File: src/logic/udp_rx_pkg.sv
package udp_rx_pkg;

    typedef logic [7:0]  byte_t;
    typedef logic [15:0] word_t;
    typedef logic [1:0]  chan_t;
    typedef logic [47:0] mac_t;
    typedef logic [31:0] ip_t;
    typedef logic [15:0] port_t;
    typedef logic [15:0] len_t;
    typedef logic [16:0] fifo_entry_t;  // {last, word}

    typedef enum logic [2:0] {
        st_idle,
        st_preamble,
        st_eth_head,
        st_ip_head,
        st_udp_head,
        st_rx_data,
        st_rx_end
    } parse_state_t;

    localparam int NUM_CHAN   = 4;
    localparam int FIFO_DEPTH = 16;

    // ******************************
    // addressing of this board
    localparam mac_t  BOARD_MAC      = 48'h02_1a_3c_4d_5e_6f;
    localparam mac_t  BROADCAST_MAC  = 48'hff_ff_ff_ff_ff_ff;
    localparam ip_t   BOARD_IP       = 32'hc0_a8_01_0b;  // 192.168.1.11
    localparam word_t ETH_TYPE_IPV4  = 16'h0800;
    localparam byte_t UDP_PROTO      = 8'd17;
    localparam port_t UDP_BASE_PORT  = 16'd5000;  // ports 5000..5003 accepted
    localparam len_t  UDP_HEAD_BYTES = 16'd8;

endpackage

File: src/logic/gmii_udp_parser.sv
`timescale 1ns/1ps

module gmii_udp_parser (
    input  logic                      clk,
    input  logic                      rst_n,
    input  logic                      gmii_rx_dv,
    input  udp_rx_pkg::byte_t         gmii_rxd,
    output logic                      word_en,
    output logic                      word_last,
    output logic                      pkt_done,
    output udp_rx_pkg::word_t         word_data,
    output udp_rx_pkg::chan_t         word_chan,
    output udp_rx_pkg::chan_t         pkt_chan,
    output udp_rx_pkg::len_t          pkt_bytes
);

    udp_rx_pkg::parse_state_t state;

    logic [5:0]         hdr_cnt;    // byte index inside current header
    logic [3:0]         ihl;        // ip header length in 32-bit words
    logic [5:0]         ip_last;
    udp_rx_pkg::len_t   data_cnt;
    udp_rx_pkg::len_t   data_len;
    udp_rx_pkg::len_t   udp_len;
    udp_rx_pkg::byte_t  prev_byte;
    udp_rx_pkg::mac_t   dst_mac;
    logic [23:0]        dst_ip_hi;  // first three bytes of dest ip
    logic [15:0]        pair16;
    udp_rx_pkg::port_t  port_off;

    // 16-bit header fields end on the current byte
    assign pair16   = {prev_byte, gmii_rxd};
    assign port_off = pair16 - udp_rx_pkg::UDP_BASE_PORT;
    assign ip_last  = {ihl, 2'b00} - 6'd1;

    // ******************************
    // state machine and strobes
    always_ff @(posedge clk or negedge rst_n) begin
        if (!rst_n) begin
            state     <= udp_rx_pkg::st_idle;
            hdr_cnt   <= '0;
            ihl       <= '0;
            data_cnt  <= '0;
            word_en   <= 1'b0;
            word_last <= 1'b0;
            word_chan <= '0;
            pkt_done  <= 1'b0;
            pkt_chan  <= '0;
            pkt_bytes <= '0;
        end else begin
            word_en   <= 1'b0;
            word_last <= 1'b0;
            pkt_done  <= 1'b0;
            case (state)
                udp_rx_pkg::st_idle: begin
                    if (gmii_rx_dv) begin
                        if (gmii_rxd == 8'h55) begin
                            state   <= udp_rx_pkg::st_preamble;
                            hdr_cnt <= 6'd1;  // first 0x55 already seen
                        end else begin
                            state <= udp_rx_pkg::st_rx_end;
                        end
                    end
                end
                udp_rx_pkg::st_preamble: begin
                    if (!gmii_rx_dv) begin
                        state <= udp_rx_pkg::st_rx_end;
                    end else if (gmii_rxd == 8'h55 && hdr_cnt < 6'd7) begin
                        hdr_cnt <= hdr_cnt + 6'd1;
                    end else if (gmii_rxd == 8'hd5 && hdr_cnt == 6'd7) begin
                        state   <= udp_rx_pkg::st_eth_head;
                        hdr_cnt <= '0;
                    end else begin
                        state <= udp_rx_pkg::st_rx_end;
                    end
                end
                udp_rx_pkg::st_eth_head: begin
                    hdr_cnt <= hdr_cnt + 6'd1;
                    if (!gmii_rx_dv) begin
                        state <= udp_rx_pkg::st_rx_end;
                    end else if (hdr_cnt == 6'd13) begin
                        hdr_cnt <= '0;
                        if ((dst_mac == udp_rx_pkg::BOARD_MAC ||
                             dst_mac == udp_rx_pkg::BROADCAST_MAC) &&
                            pair16 == udp_rx_pkg::ETH_TYPE_IPV4)
                            state <= udp_rx_pkg::st_ip_head;
                        else
                            state <= udp_rx_pkg::st_rx_end;
                    end
                end
                udp_rx_pkg::st_ip_head: begin
                    hdr_cnt <= hdr_cnt + 6'd1;
                    if (hdr_cnt == 6'd0)
                        ihl <= gmii_rxd[3:0];
                    if (!gmii_rx_dv) begin
                        state <= udp_rx_pkg::st_rx_end;
                    end else if (hdr_cnt == 6'd0 &&
                                 (gmii_rxd[7:4] != 4'd4 || gmii_rxd[3:0] < 4'd5)) begin
                        state <= udp_rx_pkg::st_rx_end;  // not ipv4 or bad ihl
                    end else if (hdr_cnt == 6'd9 && gmii_rxd != udp_rx_pkg::UDP_PROTO) begin
                        state <= udp_rx_pkg::st_rx_end;
                    end else if (hdr_cnt == 6'd19 &&
                                 {dst_ip_hi, gmii_rxd} != udp_rx_pkg::BOARD_IP) begin
                        state <= udp_rx_pkg::st_rx_end;
                    end else if (hdr_cnt == ip_last) begin
                        // option bytes, if any, are skipped up to here
                        state   <= udp_rx_pkg::st_udp_head;
                        hdr_cnt <= '0;
                    end
                end
                udp_rx_pkg::st_udp_head: begin
                    hdr_cnt <= hdr_cnt + 6'd1;
                    if (!gmii_rx_dv) begin
                        state <= udp_rx_pkg::st_rx_end;
                    end else if (hdr_cnt == 6'd3) begin
                        if (port_off >= udp_rx_pkg::NUM_CHAN)
                            state <= udp_rx_pkg::st_rx_end;  // outside port window
                        else
                            word_chan <= udp_rx_pkg::chan_t'(port_off);
                    end else if (hdr_cnt == 6'd7) begin
                        hdr_cnt  <= '0;
                        data_cnt <= '0;
                        if (udp_len > udp_rx_pkg::UDP_HEAD_BYTES)
                            state <= udp_rx_pkg::st_rx_data;
                        else
                            state <= udp_rx_pkg::st_rx_end;  // empty payload
                    end
                end
                udp_rx_pkg::st_rx_data: begin
                    if (!gmii_rx_dv) begin
                        state <= udp_rx_pkg::st_rx_end;
                    end else begin
                        data_cnt <= data_cnt + 16'd1;
                        if (data_cnt == data_len - 16'd1) begin
                            word_en   <= 1'b1;
                            word_last <= 1'b1;
                            pkt_done  <= 1'b1;
                            pkt_bytes <= data_len;
                            pkt_chan  <= word_chan;
                            state     <= udp_rx_pkg::st_rx_end;
                        end else if (data_cnt[0]) begin
                            word_en <= 1'b1;  // second byte of a pair
                        end
                    end
                end
                udp_rx_pkg::st_rx_end: begin
                    // fcs and anything else until dv drops
                    if (!gmii_rx_dv)
                        state <= udp_rx_pkg::st_idle;
                end
                default: state <= udp_rx_pkg::st_idle;
            endcase
        end
    end

    // ******************************
    // header fields and payload word
    always_ff @(posedge clk) begin
        prev_byte <= gmii_rxd;
        if (state == udp_rx_pkg::st_eth_head && hdr_cnt < 6'd6)
            dst_mac <= {dst_mac[39:0], gmii_rxd};
        if (state == udp_rx_pkg::st_ip_head && hdr_cnt >= 6'd16 && hdr_cnt <= 6'd18)
            dst_ip_hi <= {dst_ip_hi[15:0], gmii_rxd};
        if (state == udp_rx_pkg::st_udp_head && hdr_cnt == 6'd5)
            udp_len <= pair16;
        if (state == udp_rx_pkg::st_udp_head && hdr_cnt == 6'd7)
            data_len <= udp_len - udp_rx_pkg::UDP_HEAD_BYTES;
        if (state == udp_rx_pkg::st_rx_data) begin
            if (data_cnt[0])
                word_data <= pair16;              // big-endian pair
            else
                word_data <= {gmii_rxd, 8'h00};   // odd tail, zero low byte
        end
    end

endmodule

File: src/logic/port_word_fifo.sv
`timescale 1ns/1ps

module port_word_fifo #(
    parameter udp_rx_pkg::chan_t CHAN_ID = '0
) (
    input  logic                    clk,
    input  logic                    rst_n,
    input  logic                    word_en,
    input  logic                    word_last,
    input  udp_rx_pkg::word_t       word_data,
    input  udp_rx_pkg::chan_t       word_chan,
    input  logic                    pop,
    output logic                    empty,
    output udp_rx_pkg::fifo_entry_t head
);

    udp_rx_pkg::fifo_entry_t mem [udp_rx_pkg::FIFO_DEPTH];

    logic [$clog2(udp_rx_pkg::FIFO_DEPTH)-1:0] wr_ptr;
    logic [$clog2(udp_rx_pkg::FIFO_DEPTH)-1:0] rd_ptr;
    logic [$clog2(udp_rx_pkg::FIFO_DEPTH):0]   count;

    logic full;
    logic wr_hit;   // word tagged for this channel
    logic wr_ok;
    logic rd_ok;

    assign wr_hit = word_en && (word_chan == CHAN_ID);
    assign wr_ok  = wr_hit && !full;    // dropped when full
    assign rd_ok  = pop && !empty;
    assign empty  = (count == '0);
    assign full   = (count == udp_rx_pkg::FIFO_DEPTH);
    assign head   = mem[rd_ptr];

    always_ff @(posedge clk or negedge rst_n) begin
        if (!rst_n) begin
            wr_ptr <= '0;
            rd_ptr <= '0;
            count  <= '0;
        end else begin
            if (wr_ok)
                wr_ptr <= wr_ptr + 1'b1;  // wraps at depth
            if (rd_ok)
                rd_ptr <= rd_ptr + 1'b1;
            case ({wr_ok, rd_ok})
                2'b10:   count <= count + 1'b1;
                2'b01:   count <= count - 1'b1;
                default: count <= count;
            endcase
        end
    end

    // storage
    always_ff @(posedge clk) begin
        if (wr_ok)
            mem[wr_ptr] <= {word_last, word_data};
    end

endmodule

File: src/logic/rr_drain.sv
`timescale 1ns/1ps

module rr_drain (
    input  logic                              clk,
    input  logic                              rst_n,
    input  logic [udp_rx_pkg::NUM_CHAN-1:0]   empty,
    input  udp_rx_pkg::fifo_entry_t           heads [udp_rx_pkg::NUM_CHAN],
    output logic [udp_rx_pkg::NUM_CHAN-1:0]   pop,
    output logic                              out_valid,
    output logic                              out_last,
    output udp_rx_pkg::word_t                 out_data,
    output udp_rx_pkg::chan_t                 out_chan
);

    udp_rx_pkg::chan_t last_chan;   // channel served most recently
    udp_rx_pkg::chan_t pick;
    logic              found;

    // ******************************
    // rotating priority search
    always_comb begin
        udp_rx_pkg::chan_t cand;
        found = 1'b0;
        pick  = last_chan;
        cand  = last_chan;
        for (int k = 1; k <= udp_rx_pkg::NUM_CHAN; k++) begin
            cand = udp_rx_pkg::chan_t'(last_chan + k);  // wraps mod 4
            if (!found && !empty[cand]) begin
                found = 1'b1;
                pick  = cand;
            end
        end
    end

    // one-hot pop, at most one per cycle
    always_comb begin
        pop = '0;
        if (found)
            pop[pick] = 1'b1;
    end

    always_ff @(posedge clk or negedge rst_n) begin
        if (!rst_n) begin
            last_chan <= udp_rx_pkg::chan_t'(udp_rx_pkg::NUM_CHAN - 1);  // chan 0 first
            out_valid <= 1'b0;
            out_last  <= 1'b0;
        end else begin
            out_valid <= found;
            out_last  <= found && heads[pick][16];  // bit 16 is the last flag
            if (found)
                last_chan <= pick;
        end
    end

    always_ff @(posedge clk) begin
        if (found) begin
            out_data <= heads[pick][15:0];
            out_chan <= pick;
        end
    end

endmodule

File: src/logic/udp_port_rx_top.sv
`timescale 1ns/1ps

module udp_port_rx_top (
    input  logic                clk,
    input  logic                rst_n,
    input  logic                gmii_rx_dv,
    input  udp_rx_pkg::byte_t   gmii_rxd,
    output logic                pkt_done,
    output udp_rx_pkg::len_t    pkt_bytes,
    output udp_rx_pkg::chan_t   pkt_chan,
    output logic                out_valid,
    output udp_rx_pkg::word_t   out_data,
    output logic                out_last,
    output udp_rx_pkg::chan_t   out_chan
);

    logic                               word_en;
    logic                               word_last;
    udp_rx_pkg::word_t                  word_data;
    udp_rx_pkg::chan_t                  word_chan;
    logic [udp_rx_pkg::NUM_CHAN-1:0]    fifo_empty;
    logic [udp_rx_pkg::NUM_CHAN-1:0]    fifo_pop;
    udp_rx_pkg::fifo_entry_t            fifo_head [udp_rx_pkg::NUM_CHAN];

    gmii_udp_parser u_parser (
        .clk        (clk),
        .rst_n      (rst_n),
        .gmii_rx_dv (gmii_rx_dv),
        .gmii_rxd   (gmii_rxd),
        .word_en    (word_en),
        .word_last  (word_last),
        .pkt_done   (pkt_done),
        .word_data  (word_data),
        .word_chan  (word_chan),
        .pkt_chan   (pkt_chan),
        .pkt_bytes  (pkt_bytes)
    );

    // ******************************
    // one buffer per udp port
    for (genvar i = 0; i < udp_rx_pkg::NUM_CHAN; i++) begin : g_chan
        port_word_fifo #(
            .CHAN_ID (udp_rx_pkg::chan_t'(i))
        ) u_fifo (
            .clk       (clk),
            .rst_n     (rst_n),
            .word_en   (word_en),
            .word_last (word_last),
            .word_data (word_data),
            .word_chan (word_chan),
            .pop       (fifo_pop[i]),
            .empty     (fifo_empty[i]),
            .head      (fifo_head[i])
        );
    end

    rr_drain u_drain (
        .clk       (clk),
        .rst_n     (rst_n),
        .empty     (fifo_empty),
        .heads     (fifo_head),
        .pop       (fifo_pop),
        .out_valid (out_valid),
        .out_last  (out_last),
        .out_data  (out_data),
        .out_chan  (out_chan)
    );

endmodule

File: config.mk
export PLATFORM = sky130hd
export DESIGN_NAME = udp_port_rx_top
export DESIGN_NICKNAME = d
export VERILOG_FILES = /design/src/logic/udp_rx_pkg.sv /design/src/logic/gmii_udp_parser.sv /design/src/logic/port_word_fifo.sv /design/src/logic/rr_drain.sv /design/src/logic/udp_port_rx_top.sv
export SDC_FILE = /design/constraint.sdc
export NUM_CORES = 2
export LEC_CHECK = 0
export ABC_AREA = 1
export BUFFER_PORTS_ARGS = -buffer_cell sky130_fd_sc_hd__buf_2
export CAP_MARGIN = 10
export CORE_MARGIN = 5
export CORE_UTILIZATION = 45
export CTS_BUF_LIST = sky130_fd_sc_hd__clkbuf_4
export DETAILED_ROUTE_END_ITERATION = 8
export PLACE_DENSITY_LB_ADDON = 0.25
export SLEW_MARGIN = 25
export SYNTH_ARGS = -nofsm -noshare
export SYNTH_HDL_FRONTEND = slang
export SYNTH_HIERARCHICAL = 1
export SYNTH_SLANG_ARGS = --single-unit
File: constraint.sdc
create_clock -name clk -period 3.9 [get_ports clk]
set_input_delay 0.195 -clock clk [delete_from_list [all_inputs] [get_ports clk]]
set_output_delay 0.195 -clock clk [all_outputs]
set_load 0.1 [all_outputs]
==> run_results.csv <==
group,metric,value,unit
status,status,"finished, final reports clean",
synth,async_reset_ff_share,7.979,%
worst_setup_path,r2r_end,"g_chan[2].u_fifo/count[4]$_DFFE_PN0P_",
clock_tree,cts-root-buf,"clkbuf_4",
timing,setup_tns,0,ns
timing,period_needed,3.587,ns
worst_setup_path,cp_slowest_cell,"dfrtp_1",
timing,hold_viol,0,
routing,wl_met2,71300,µm
timing,tightest_slew,1.048,ns
floorplanning,dieWidth,373.9,µm
finish,drive_gt1_share,13.48,%
global_route,grt_first_pass_wirelength,235200,µm
worst_setup_path,critical_path_required,4.98,ns
timing,drv_slew,0,
routing,ant_nets,0,
timing,relSlewSlack,30.16,%
routing,wl_met3,11790,µm
routing,top_layer,"met4",
worst_setup_path,cp.arrival,4.67,ns
routing,drt_pass1_iterations,5,
clock_tree,clock_latency,1.26,ns
worst_setup_path,critical_path_class,"reg2reg",
clock_tree,cts_max_level,5,
routing,route.vias.total,41470,
worst_setup_path,cpPeakStageDelay,0.42,ns
floorplanning,num_rows,133,
power,ir_worst_vdd,0.7082,mV
worst_setup_path,rrSetupSlack,0.31,ns
place,place_congestion,0.8489,
synth,ys.flop_type,"edfxtp_1",
routing,drc,0,
finish,syn_to_final_growth,12.14,%
global_route,grt_usage,21.76,%
floorplanning,fp.dieArea,0.1398,mm²
routing,wl_per_cell,18.47,µm
clock_tree,cts_tree,"yes",
floorplanning,pin_count,50,
worst_setup_path,worst_path_most_repeated_cell,"nand2_1",
synth,ys_ff_latch,1341,
timing,rsz0062_at_grt,"false",
timing,setup_viol,0,
power,p_leak,28.13,nW
clock_tree,clock_sinks,1341,
place,port-buffer-count,49,
floorplanning,die_h,373.9,µm
global_route,grt_max_degree,172,
clock_tree,cts_inserted_buffers,368,
global_route,grt_pass1_vias,39970,
synth,synthCells,5938,
floorplanning,core_region_area,0.1315,mm²
synth,synth_edf_count,1226,
clock_tree,path_clk_slew,0.07,ns
global_route,grt_overflow,0,
synth,synth_top_area_share,61.78,%
worst_setup_path,rr_worst_depth,24,
timing,clock_skew,0.08486,ns
synth,yosysSeqAreaShare,66.54,%
worst_setup_path,cp_cell_sequence,"nor2_1 > nand4_1 > buf_4 > inv_1 > inv_1 > nand2_1 > nand3_1 > nand2_2 > nand3_4 > nand2_4 > nand2_4 > inv_8 > buf_6 > nor2_1 > nand2_1 > inv_1 > ha_1 > fa_1 > nand2_1 > nand3_1 > nand3_1 > nand2_1 > nand2_1 > nand2_1",
synth,syn_area,0.05959,mm²
worst_setup_path,start_kind,"flop",
place,dp_hpwl,89060,µm
synth,synthDistinctLibCells,54,
routing,routed_wl,153600,µm
finish,fill_cells,12010,
finish,final_util,50.83,%
synth,syn_nets,5997,
synth,synthTopCellsByArea,"edfxtp_1 (62%), nand2_1 (14%), dfrtp_1 (4.4%), nand3_1 (4.4%), nor2_1 (3.8%)",
worst_setup_path,end_kind,"flop",
synth,ys_warn_count,6,
synth,syn_avg_cell_area,10.04,µm²
worst_setup_path,endpoint,"g_chan[2].u_fifo/count[4]$_DFFE_PN0P_",
flow_run,drv_cap,0,
routing,dr.first_iter.drc_count,3867,
worst_setup_path,critPathLaunch,"g_chan[0].u_fifo/count[1]$_DFFE_PN0P_",
power,power_density,564.2,mW/mm²
global_route,antenna_found_initial,7,
worst_setup_path,reg2reg_from,"g_chan[0].u_fifo/count[1]$_DFFE_PN0P_",
finish,nets,6357,
timing,clock.fmax,278.8,MHz
routing,viasPerCell,4.985,
worst_hold_path,hold_path_class,"in2reg",
floorplanning,initial_utilization,45.33,%
worst_setup_path,cp_max_fo,34,
timing,fin_crit_sh,91.98,%
synth,yosys.area.top_type,"edfxtp_1",
routing,met1_length,67040,µm
clock_tree,clock_path_buffers,4,
## worst min path at each step
stage	from	endpoint	slack (ns)	cells after the start
global placement	rst_n	g_chan[1].u_fifo/wr_ptr[1]$_DFFE_PN0P_	0.32	1
finish	gmii_rxd[6]	u_parser/state[0]$_DFFE_PN0P_	0.20	8
detailed placement	rst_n	g_chan[1].u_fifo/wr_ptr[1]$_DFFE_PN0P_	0.33	1
CTS	gmii_rx_dv	u_parser/state[0]$_DFFE_PN0P_	0.006	7
global route	gmii_rxd[6]	u_parser/state[0]$_DFFE_PN0P_	0.09	8
floorplan	rst_n	g_chan[0].u_fifo/count[0]$_DFFE_PN0P_	-0.10	0
## kinds of logic (layout without fill, tap and decap cells)
| family | Yosys count | after routing | synth area share, % |
|---|---|---|---|
| and+or+nand+nor | 3541 | 3541 | 24.23 |
| adders and majority gates | 48 | 48 | 1.058 |
| other | 0 | 7 | 0 |
| xor gates and xnor gates | 68 | 68 | 0.9994 |
| buffers and inverters | 848 | 1466 | 6.309 |
| AOI/OAI and AO/OA | 92 | 92 | 0.8650 |
| DFF | 1341 | 1341 | 66.54 |
## layout make-up
| cell class | instances | area, µm² | area share (%) |
|---|---|---|---|
| Sequential cell | 1341 | 39670 | 59.37 |
| Multi-Input combinational cell | 3749 | 16220 | 24.28 |
| Clock buffer | 564 | 4234 | 6.336 |
| Inverter | 625 | 2360 | 3.531 |
| Tap cell | 1755 | 2196 | 3.286 |
| Timing Repair Buffer | 213 | 1693 | 2.533 |
| Clock inverter | 64 | 429.2 | 0.6422 |
| Antenna cell | 7 | 17.52 | 0.02621 |
## cell usage after synthesis, types with 3 or more instances
library cell  count
a21oi_1          11
and3_1            3
buf_1            11
buf_12            3
buf_2           106
buf_4            44
buf_6            29
clkbuf_1         30
clkinv_1          9
dfrtp_1         105
dfxtp_1           8
edfxtp_1       1226
fa_1              4
ha_1             44
inv_1           591
inv_2            22
nand2_1        2266
nand2_2          42
nand2_4           7
nand3_1         522
nand3b_1          4
nand4_1          37
nor2_1          604
nor2_2            8
nor2_4            6
nor3_1           20
nor3b_1           4
nor4_1            4
o21ai_0          58
o22ai_1           4
o31ai_1           7
or2_2             5
xnor2_1          24
xor2_1           44
## sequential cells by signal (all words and copies together) (netlist names), 20 cells and up
name and count:
g_chan.u_fifo/count 20, g_chan.u_fifo/mem 1088, u_parser/dst_ip_hi 24, u_parser/dst_mac 48
## through the flow
stage | instance area, µm² | hold WS [ns] | instances | setup WS (ns) | power (W)
floorplan | 59600 | -0.1006 | 5938 | 0.5626 | 0.02312
global placement | 61860 | 0.3155 | 7659 | 0.2873 | 0.02523
detailed placement | 61860 | 0.3314 | 7659 | 0.2809 | 0.02530
CTS | 66780 | 0.006171 | 8311 | 0.2035 | 0.03800
global route | 66820 | 0.09212 | 8316 | 0.0004463 | 0.03982
finish | 66830 | 0.1994 | 8318 | 0.3130 | 0.03770
## layer usage
metal	GRT usage (%)	vias up
met2	34.47	1528
met4	6.707	0
met5	0	-
li1	-	20180
met3	4.541	241
met1	30.39	19530
## critical path: cells and delay by family, from the launching register on
| family | cells | cell delay [ns] |
|---|---|---|
| flip-flops | 1 | 0.42 |
| buffers and inverters | 6 | 0.74 |
| AND/OR/NAND/NOR | 16 | 1.54 |
| adder cells (fa/ha/maj) | 2 | 0.69 |
## report_power, final
group	internal [W]	total, W	leakage (nW)	switching (W)
logic	0.00208	0.00799	12.8	0.00591
clock network	0.00698	0.0126	2.80	0.00559
registers	0.0167	0.0171	12.6	0.000478
## timing repair
action | in CTS | in global routing
setup endpoints to repair | 0 | 4
hold buffers | 24 | 0
buffers inserted | 0 | 0
gates resized for setup | 0 | 6
hold endpoints to repair | 192 | 0
## layout by cell type (no fill, tap or decap), types with 37 or more instances in the layout
cell,netlist,routed
buf_2,106,48
buf_4,44,128
clkbuf_4,0,564
clkinv_1,9,57
dfrtp_1,105,100
edfxtp_1,1226,1226
ha_1,44,42
inv_1,591,591
nand2_1,2266,2266
nand2_2,42,42
nand3_1,522,522
nand4_1,37,37
nor2_1,604,603
o21ai_0,58,58
xor2_1,44,44
(Power assumes the default switching activity.)
